`src/ww_pkg.sv`:
```
package ww_pkg;

	localparam int WORD_W = 16;
	localparam int ADDR_W = 11;
	localparam int OP_W = 5;
	localparam int TP_DIV = 4;		// Clocks per time pulse
	localparam int DIV_W = $clog2(TP_DIV);
	localparam int FF_BASE = 'o3740;
	localparam int FF_WORDS = 5;
	localparam int FF_IDX_W = $clog2(FF_WORDS);
	localparam int TS_BASE = 'o3745;
	localparam int TS_WORDS = 27;
	localparam int TS_IDX_W = $clog2(TS_WORDS);
	localparam int CTRL_ADDR = 0;

	typedef logic [WORD_W-1:0] word_t;	// Sign in the MSB as old bit 0
	typedef logic [ADDR_W-1:0] addr_t;

	typedef enum logic [OP_W-1:0] {
		OP_TS = 5'o10,
		OP_CP = 5'o16,
		OP_SP = 5'o17,
		OP_CA = 5'o20,
		OP_AD = 5'o22,
		OP_SU = 5'o23
	} opcode_e;

	typedef struct packed {
		opcode_e op;
		addr_t addr;
	} instr_t;

	typedef enum logic [2:0] {TP1, TP2, TP3, TP4, TP5, TP6, TP7, TP8} tp_e;

	typedef struct packed {
		logic pr_load;
		logic pc_inc;
		logic ar_load;
		logic ac_clear;
		logic ac_add;
		logic ac_sub;
		logic st_write;
		logic jump;
		logic addr_sel_pc;	// Level, not a pulse
	} ctl_t;

	typedef struct packed {
		logic cyc;
		logic stb;
		logic we;
		addr_t adr;
		word_t dat;
	} wb_req_t;

	typedef struct packed {
		logic ack;
		word_t dat;
	} wb_rsp_t;

	typedef struct packed {
		logic run;
		addr_t start_pc;
	} panel_t;

	typedef struct packed {
		logic en;
		addr_t addr;
		word_t dat;
	} host_wr_t;

	typedef struct packed {
		logic running;
		addr_t pc;
		word_t ac;
	} status_t;

	function automatic logic is_ff_addr(addr_t a);
		return (a >= addr_t'(FF_BASE)) && (a < addr_t'(FF_BASE + FF_WORDS));
	endfunction

	// Switch words reach the top of the address space
	function automatic logic is_ts_addr(addr_t a);
		return (a >= addr_t'(TS_BASE)) && (int'(a) < TS_BASE + TS_WORDS);
	endfunction

	function automatic logic [FF_IDX_W-1:0] ff_index(addr_t a);
		return FF_IDX_W'(a - addr_t'(FF_BASE));
	endfunction

	function automatic logic [TS_IDX_W-1:0] ts_index(addr_t a);
		return TS_IDX_W'(a - addr_t'(TS_BASE));
	endfunction

endpackage

```
`src/ww_switch_regs.sv`:
```
`timescale 1ns/100ps

module ww_switch_regs import ww_pkg::*; (
	input logic clk,
	input logic reset,
	input wb_req_t wb_req,
	output wb_rsp_t wb_rsp,
	output panel_t panel,
	output host_wr_t host_wr,
	input addr_t ts_addr,
	output word_t ts_word,
	input word_t ff_rdata
);

	localparam int PANEL_PAD = WORD_W - $bits(panel_t);

	word_t ts_mem [TS_WORDS];	// Toggle-switch words
	logic ack;
	logic access;
	logic is_ctrl;
	word_t rd_mux;
	word_t rd_dat;

	// Ack blocks a second access on the next clock
	assign access = wb_req.cyc && wb_req.stb && !ack;
	assign is_ctrl = wb_req.adr == addr_t'(CTRL_ADDR);

	always_comb begin
		if (is_ctrl) begin
			rd_mux = {{PANEL_PAD{1'b0}}, panel};
		end else if (is_ts_addr(wb_req.adr)) begin
			rd_mux = ts_mem[ts_index(wb_req.adr)];
		end else if (is_ff_addr(wb_req.adr)) begin
			rd_mux = ff_rdata;		// Live storage contents
		end else begin
			rd_mux = '0;
		end
	end

	always_ff @(posedge clk or negedge reset) begin
		if (!reset) begin
			ack <= 1'b0;
			panel <= '0;
			for (int i = 0; i < TS_WORDS; i++) begin
				ts_mem[i] <= '0;
			end
		end else begin
			ack <= access;
			if (access && wb_req.we) begin
				if (is_ctrl) begin
					panel <= panel_t'(wb_req.dat[$bits(panel_t)-1:0]);
				end else if (is_ts_addr(wb_req.adr)) begin
					ts_mem[ts_index(wb_req.adr)] <= wb_req.dat;
				end
			end
		end
	end

	always_ff @(posedge clk) begin
		if (access) begin
			rd_dat <= rd_mux;	// Valid with ack
		end
	end

	assign wb_rsp = '{ack: ack, dat: rd_dat};

	// Flip-flop words live in storage and bus writes go there
	assign host_wr = '{
		en: access && wb_req.we && is_ff_addr(wb_req.adr),
		addr: wb_req.adr,
		dat: wb_req.dat
	};

	// Machine side read port
	assign ts_word = is_ts_addr(ts_addr) ? ts_mem[ts_index(ts_addr)] : '0;

	a_ack_with_req: assert property (
		@(posedge clk) disable iff (!reset)
		wb_rsp.ack |-> wb_req.cyc && wb_req.stb
	);

endmodule

```
`src/ww_storage.sv`:
```
`timescale 1ns/100ps

module ww_storage import ww_pkg::*; (
	input logic clk,
	input logic reset,
	input ctl_t ctl,
	input addr_t pc,
	input instr_t instr,
	input word_t ac,
	input host_wr_t host_wr,
	input addr_t host_addr,
	output word_t ff_rdata,
	output addr_t ts_addr,
	input word_t ts_word,
	output word_t st_word
);

	word_t ff_mem [FF_WORDS];	// Flip-flop storage
	addr_t st_addr;
	logic st_is_ff;
	logic [FF_IDX_W-1:0] st_idx;
	logic host_hit;

	// PC addresses storage during fetch and the instruction after
	assign st_addr = ctl.addr_sel_pc ? pc : instr.addr;
	assign st_is_ff = is_ff_addr(st_addr);
	assign st_idx = ff_index(st_addr);

	assign ts_addr = st_addr;
	assign st_word = st_is_ff ? ff_mem[st_idx] : ts_word;

	// Bus side read port
	assign ff_rdata = is_ff_addr(host_addr) ? ff_mem[ff_index(host_addr)] : '0;

	assign host_hit = host_wr.en && (host_wr.addr == st_addr);

	always_ff @(posedge clk or negedge reset) begin
		if (!reset) begin
			for (int i = 0; i < FF_WORDS; i++) begin
				ff_mem[i] <= '0;
			end
		end else begin
			if (ctl.st_write && st_is_ff) begin
				ff_mem[st_idx] <= ac;		// ts store
			end
			if (host_wr.en) begin
				ff_mem[ff_index(host_wr.addr)] <= host_wr.dat;	// Bus write wins
			end
		end
	end

	// Stores land only in flip-flop words
	a_store_lands: assert property (
		@(posedge clk) disable iff (!reset)
		ctl.st_write && st_is_ff && !host_hit |=> ff_mem[$past(st_idx)] == $past(ac)
	);

endmodule

```
`src/ww_control.sv`:
```
`timescale 1ns/100ps

module ww_control import ww_pkg::*; (
	input logic clk,
	input logic reset,
	input panel_t panel,
	input instr_t instr,
	input logic ac_neg,
	output ctl_t ctl,
	output logic running
);

	logic [DIV_W-1:0] div_cnt;	// Clock divider inside a time pulse
	tp_e tp;			// Time pulse distributor
	logic run_q;
	logic start;
	logic strobe;
	logic arith_op;

	assign start = panel.run && !run_q;

	// One-cycle time pulse, cut off as soon as run drops
	assign strobe = running && panel.run && (div_cnt == DIV_W'(TP_DIV - 1));

	assign arith_op = (instr.op == OP_CA) || (instr.op == OP_AD) || (instr.op == OP_SU);

	always_ff @(posedge clk or negedge reset) begin
		if (!reset) begin
			run_q <= 1'b0;
			running <= 1'b0;
			div_cnt <= '0;
			tp <= TP1;
		end else begin
			run_q <= panel.run;
			if (start) begin
				running <= 1'b1;
				div_cnt <= '0;
				tp <= TP1;
			end else if (!panel.run) begin
				running <= 1'b0;	// Abandon the instruction
			end else if (running) begin
				if (strobe) begin
					div_cnt <= '0;
					tp <= tp_e'(tp + 3'd1);	// TP8 wraps to TP1
				end else begin
					div_cnt <= div_cnt + 1'b1;
				end
			end
		end
	end

	// Operation timing matrix
	always_comb begin
		ctl = '0;
		ctl.addr_sel_pc = tp inside {TP1, TP2, TP3, TP4};
		if (strobe) begin
			case (tp)
				TP2: ctl.pr_load = 1'b1;
				TP3: ctl.pc_inc = 1'b1;
				TP6: begin
					ctl.ar_load = arith_op;
					ctl.ac_clear = instr.op == OP_CA;
				end
				TP7: begin
					ctl.ac_add = (instr.op == OP_CA) || (instr.op == OP_AD);
					ctl.ac_sub = instr.op == OP_SU;
					ctl.st_write = instr.op == OP_TS;
					// cp only on a negative AC
					ctl.jump = (instr.op == OP_SP) || ((instr.op == OP_CP) && ac_neg);
				end
				default: ;
			endcase
		end
	end

	// Add or subtract, one at a time, one time pulse after AR was loaded
	a_add_sub: assert property (
		@(posedge clk) disable iff (!reset)
		(ctl.ac_add || ctl.ac_sub) |->
			!(ctl.ac_add && ctl.ac_sub) && $past(ctl.ar_load, TP_DIV)
	);

endmodule

```
`src/ww_program.sv`:
```
`timescale 1ns/100ps

module ww_program import ww_pkg::*; (
	input logic clk,
	input logic reset,
	input panel_t panel,
	input ctl_t ctl,
	input word_t st_word,
	output instr_t instr,
	output addr_t pc
);

	logic run_q;
	logic start;

	// Run going high loads the start address
	assign start = panel.run && !run_q;

	always_ff @(posedge clk or negedge reset) begin
		if (!reset) begin
			run_q <= 1'b0;
			pc <= '0;
		end else begin
			run_q <= panel.run;
			if (start) begin
				pc <= panel.start_pc;
			end else if (ctl.jump) begin
				pc <= instr.addr;	// sp, or cp taken
			end else if (ctl.pc_inc) begin
				pc <= pc + 1'b1;
			end
		end
	end

	// Program register, opcode and address fields together
	always_ff @(posedge clk or negedge reset) begin
		if (!reset) begin
			instr <= '0;
		end else if (ctl.pr_load) begin
			instr <= instr_t'(st_word);
		end
	end

endmodule

```
`src/ww_arith.sv`:
```
`timescale 1ns/100ps

module ww_arith import ww_pkg::*; (
	input logic clk,
	input logic reset,
	input ctl_t ctl,
	input word_t st_word,
	output word_t ac,
	output logic ac_neg
);

	word_t ar;			// A-register
	word_t operand;
	logic [WORD_W:0] raw_sum;
	word_t oc_sum;

	// Subtract adds the complement
	assign operand = ctl.ac_sub ? ~ar : ar;
	assign raw_sum = {1'b0, ac} + {1'b0, operand};

	// End-around carry back into the LSB
	assign oc_sum = raw_sum[WORD_W-1:0] + word_t'(raw_sum[WORD_W]);

	assign ac_neg = ac[WORD_W-1];

	always_ff @(posedge clk or negedge reset) begin
		if (!reset) begin
			ar <= '0;
		end else if (ctl.ar_load) begin
			ar <= st_word;
		end
	end

	always_ff @(posedge clk or negedge reset) begin
		if (!reset) begin
			ac <= '0;
		end else if (ctl.ac_clear) begin
			ac <= '0;
		end else if (ctl.ac_add || ctl.ac_sub) begin
			ac <= oc_sum;
		end
	end

endmodule

```
`src/ww_top.sv`:
```
`timescale 1ns/100ps

module ww_top import ww_pkg::*; (
	input logic clk,
	input logic reset,
	input wb_req_t wb_req,
	output wb_rsp_t wb_rsp,
	output status_t status
);

	panel_t panel;
	host_wr_t host_wr;
	addr_t ts_addr;
	word_t ts_word;
	word_t ff_rdata;
	ctl_t ctl;
	instr_t instr;
	addr_t pc;
	word_t st_word;
	word_t ac;
	logic ac_neg;
	logic running;

	ww_switch_regs ww_switch_regs_i (
		.clk(clk),
		.reset(reset),
		.wb_req(wb_req),
		.wb_rsp(wb_rsp),
		.panel(panel),
		.host_wr(host_wr),
		.ts_addr(ts_addr),
		.ts_word(ts_word),
		.ff_rdata(ff_rdata)
	);

	ww_storage ww_storage_i (
		.clk(clk),
		.reset(reset),
		.ctl(ctl),
		.pc(pc),
		.instr(instr),
		.ac(ac),
		.host_wr(host_wr),
		.host_addr(wb_req.adr),		// Bus reads of flip-flop words
		.ff_rdata(ff_rdata),
		.ts_addr(ts_addr),
		.ts_word(ts_word),
		.st_word(st_word)
	);

	ww_control ww_control_i (
		.clk(clk),
		.reset(reset),
		.panel(panel),
		.instr(instr),
		.ac_neg(ac_neg),
		.ctl(ctl),
		.running(running)
	);

	ww_program ww_program_i (
		.clk(clk),
		.reset(reset),
		.panel(panel),
		.ctl(ctl),
		.st_word(st_word),
		.instr(instr),
		.pc(pc)
	);

	ww_arith ww_arith_i (
		.clk(clk),
		.reset(reset),
		.ctl(ctl),
		.st_word(st_word),
		.ac(ac),
		.ac_neg(ac_neg)
	);

	assign status = '{running: running, pc: pc, ac: ac};

endmodule

```
`config.mk`:
```
export PLATFORM = sky130hd
export DESIGN_NAME = ww_top
export DESIGN_NICKNAME = d
export VERILOG_FILES = /design/src/ww_pkg.sv /design/src/ww_switch_regs.sv /design/src/ww_storage.sv /design/src/ww_control.sv /design/src/ww_program.sv /design/src/ww_arith.sv /design/src/ww_top.sv
export SDC_FILE = /design/constraint.sdc
export NUM_CORES = 1
export LEC_CHECK = 0
export BUFFER_PORTS_ARGS = -buffer_cell sky130_fd_sc_hd__clkbuf_2
export CAP_MARGIN = 25
export CORE_UTILIZATION = 35
export DETAILED_ROUTE_END_ITERATION = 16
export SETUP_SLACK_MARGIN = 0.05
export SYNTH_ARGS = -nofsm -noshare
export SYNTH_HDL_FRONTEND = slang
export SYNTH_SLANG_ARGS = --single-unit
```
`constraint.sdc`:
```
create_clock -name clk -period 8.1 [get_ports clk]
set_input_delay 1.62 -clock clk [delete_from_list [all_inputs] [get_ports clk]]
set_output_delay 1.62 -clock clk [all_outputs]
set_load 0.005 [all_outputs]
```
==> metrics.yaml <==
pwr:
  switchingPower_mw: 1.67
  swShare_pct: 25.2
  power.share.clock_pct: 47.2
  p_total_mw: 6.62
  pwr-share-seq_pct: 46.3
  p_leak_nw: 17.3
  power_frac_comb_pct: 6.4
  ir_worst_vdd_uv: 106
  internal-power_mw: 4.95
  pwr_density_cell_mw_per_mm2: 168
global_routing:
  grt_first_pass_wirelength_mm: 183
  grt-ovfl-total: 0
  grt_max_degree: 131
  grt_pass1_vias: 25700
  grt_usage_pct: 24.0
  antenna_found_initial: 4
critical_path:
  cp_data_arrival_time_ns: 6.79
  crit_type: "flop to flop"
  crit_fanout: 16
  endpoint_kind: "flop"
  critical_path_required_ns: 8.60
  start_kind: "flop"
clocking:
  cts_sinks: 607
  cts.hold.buffers_added: 0
  cts_tree: "done"
  clk_latency_ns: 0.63
  cts_resized: 0
  clockBufferDepth: 3
  cts_htree_levels: 3
  root_buffer: "clkbuf_16"
  numCtsBuffers: 69
  path_clk_slew_ns: 0.06
  post_cts_buffers: 0
synth:
  yosys.cell_types.count: 85
  synth_seq_cells: 607
  synth_area_sq_mm: 0.0352
  synth_cells: 2990
  async_flop_share_pct: 97.4
  synth_seq_area_share_pct: 43.4
  synth_edf_count: 16
  syn_area_per_cell_sq_um: 11.8
  syn_nets: 3058
  synth_ff_type: "dfrtp_1"
  ys_warn_count: 0
timing:
  fin_crit_sh_pct: 77.6
  finalHoldViolCount: 0
  rsz0062_at_grt: "false"
  final.setup.worst_slack_ns: 1.81
  slew_violations: 0
  setup_tns_ns: 0
  tightest_slew_ns: 1.11
  relSlewSlack_pct: 26.2
  min_period_ns: 6.29
  setup_viol: 0
  skew_ns: 0.0212
  fmax_mhz: 159
routing:
  drtIter0Drc: 3600
  routed_wl_mm: 123
  drt-vias-per-instance: 6.25
  num_vias: 27100
  ant_nets: 0
  drc: 0
  post_drt_wl_per_cell_um: 28.4
  first_pass_iters: 7
run:
  maxCapViolCount: 0
cells_and_area:
  layout-drive-gt1-share_pct: 33.8
  final_cells: 4327
  diodes: 0
  syn2layout_area_growth_pct: 12.0
  nNetsFinal: 3055
place:
  dp_slack_ns: 1.82
  io_buffer_count: 76
  hpwl_mm: 83.0
  dp.cells: 4198
  gp_congestion: 0.979
floorplanning:
  boundaryPins: 77
  core_area_sq_mm: 0.0990
  dieArea_sq_mm: 0.102
  fp.dieW_um: 319
  rows: 115
  start_util_pct: 35.5
  die_h_um: 319
hold_path:
  hold_class: "flop to flop"
outcome:
  status: "complete, no violations"
final timing paths:
kind,from,to,slack [ns],cells past startpoint
max,ww_switch_regs_i.panel[11],ww_arith_i.ac[11],1.81,22
min,ww_arith_i.ar[12],ww_arith_i.ar[12],0.52,2
max reg2reg,ww_switch_regs_i.panel[11],ww_arith_i.ac[11],1.81,22
min reg2reg,ww_arith_i.ar[12],ww_arith_i.ar[12],0.52,2
max in group asynchronous,reset,ww_switch_regs_i.ts_mem[385],5.78,2
min in group asynchronous,reset,ww_switch_regs_i.ts_mem[185],1.01,1
per-layer routing:
| layer | wire length (um) | vias to the layer above | part of all wire (%) | GRT usage, % |
|---|---|---|---|---|
| li1 | - | 11300 | - | - |
| met1 | 51700 | 14000 | 42 | 33.6 |
| met2 | 54900 | 1477 | 45 | 36.2 |
| met3 | 11400 | 277 | 9.3 | 5.32 |
| met4 | 5030 | 4 | 4.1 | 8.81 |
| met5 | 24 | - | 0.020 | 0 |
worst max-delay path, cell delays in order, from the launching register on:
cell	delay, ns
dfrtp_1	0.55
nand4_1	0.32
nor4b_1	0.40
and2_1	0.19
nand3_1	0.69
xnor2_1	0.34
ha_1	0.25
fa_1	0.44
a21o_1	0.19
a221oi_1	0.54
a211oi_1	0.21
o21a_1	0.26
o21ai_0	0.16
a21oi_1	0.09
o21ai_0	0.15
nand2b_1	0.10
ha_1	0.20
and3_1	0.21
and4_1	0.27
nand4b_1	0.19
nor2_1	0.08
xnor2_1	0.14
a22o_1	0.19
Yosys cell counts, types with 42 or more instances:
cell	number	area share, %
dfrtp_1	591	42
mux2_2	504	16
nor2_1	196	2.1
nand2_1	191	2.0
mux4_2	169	11
a21oi_1	166	2.4
clkbuf_1	158	1.7
mux2i_1	135	3.8
o21ai_0	114	1.6
buf_2	64	0.91
o22ai_1	47	0.84
xnor2_1	43	1.1
nand3_1	42	0.60
final cells by class:
class	count	area, sq um
Fill cell	9461	59600
Multi-Input combinational cell	2094	18800
Sequential cell	607	15300
Clock buffer	93	1980
Tap cell	1287	1610
Timing Repair Buffer	175	1330
Clock inverter	31	243
Inverter	40	156
layout by cell type (no fill, tap or decap), types with 25 or more instances in the layout:
master,count
dfrtp_1,591
mux2_2,504
nand2_1,191
nor2_1,188
mux4_2,169
a21oi_1,166
mux2i_1,133
o21ai_0,113
buf_4,85
clkbuf_2,74
clkbuf_16,71
o22ai_1,47
nand3_1,42
xnor2_1,41
inv_1,36
o211ai_1,35
ha_1,33
nor3_1,27
a222oi_1,25
state kept, by name, indices dropped and copies added, names as in the netlist, 2 cells and up:
name / flops
ww_arith_i.ac: 16
ww_control_i.tp: 3
ww_switch_regs_i.panel: 12
ww_program_i.instr: 16
ww_arith_i.ar: 16
ww_control_i.div_cnt: 2
ww_storage_i.ff_mem: 80
ww_switch_regs_i.rd_dat: 16
ww_program_i.pc: 11
ww_switch_regs_i.ts_mem: 432
through the flow:
| stage | instance area [sq um] | utilization, % | hold WS (ns) |
|---|---|---|---|
| 2_1_floorplan | 35200 | - | 0.412 |
| 3_3_place_gp | 36900 | 37.3 | 0.504 |
| 3_5_place_dp | 37100 | 37.4 | 0.513 |
| 4_1_cts | 39300 | 39.7 | 0.526 |
| 5_1_grt | 39400 | 39.8 | 0.543 |
| 6_report | 39400 | 39.8 | 0.521 |
power by group through the flow:
stage | Clock (mW) | Sequential (mW) | Combinational (mW)
final | 3.13 | 3.06 | 0.426
after global routing | 3.30 | 3.06 | 0.447
after CTS | 3.18 | 3.06 | 0.418
after detailed placement | 0 | 3.12 | 0.417
after global placement | 0 | 3.12 | 0.416
after floorplan | 0 | 3.12 | 0.205
cell families after synthesis:
logic type | Yosys count | synth area share (%)
AND/OR/NAND/NOR | 560 | 7.30
flip-flops | 607 | 43.4
buffers and inverters | 289 | 3.50
multiplexers | 811 | 31.0
AO/OA/AOI/OAI | 630 | 12.1
XOR/XNOR | 57 | 1.44
adder cells (fa/ha/maj) | 36 | 1.30
No activity file was read; power rests on OpenSTA's default activity.
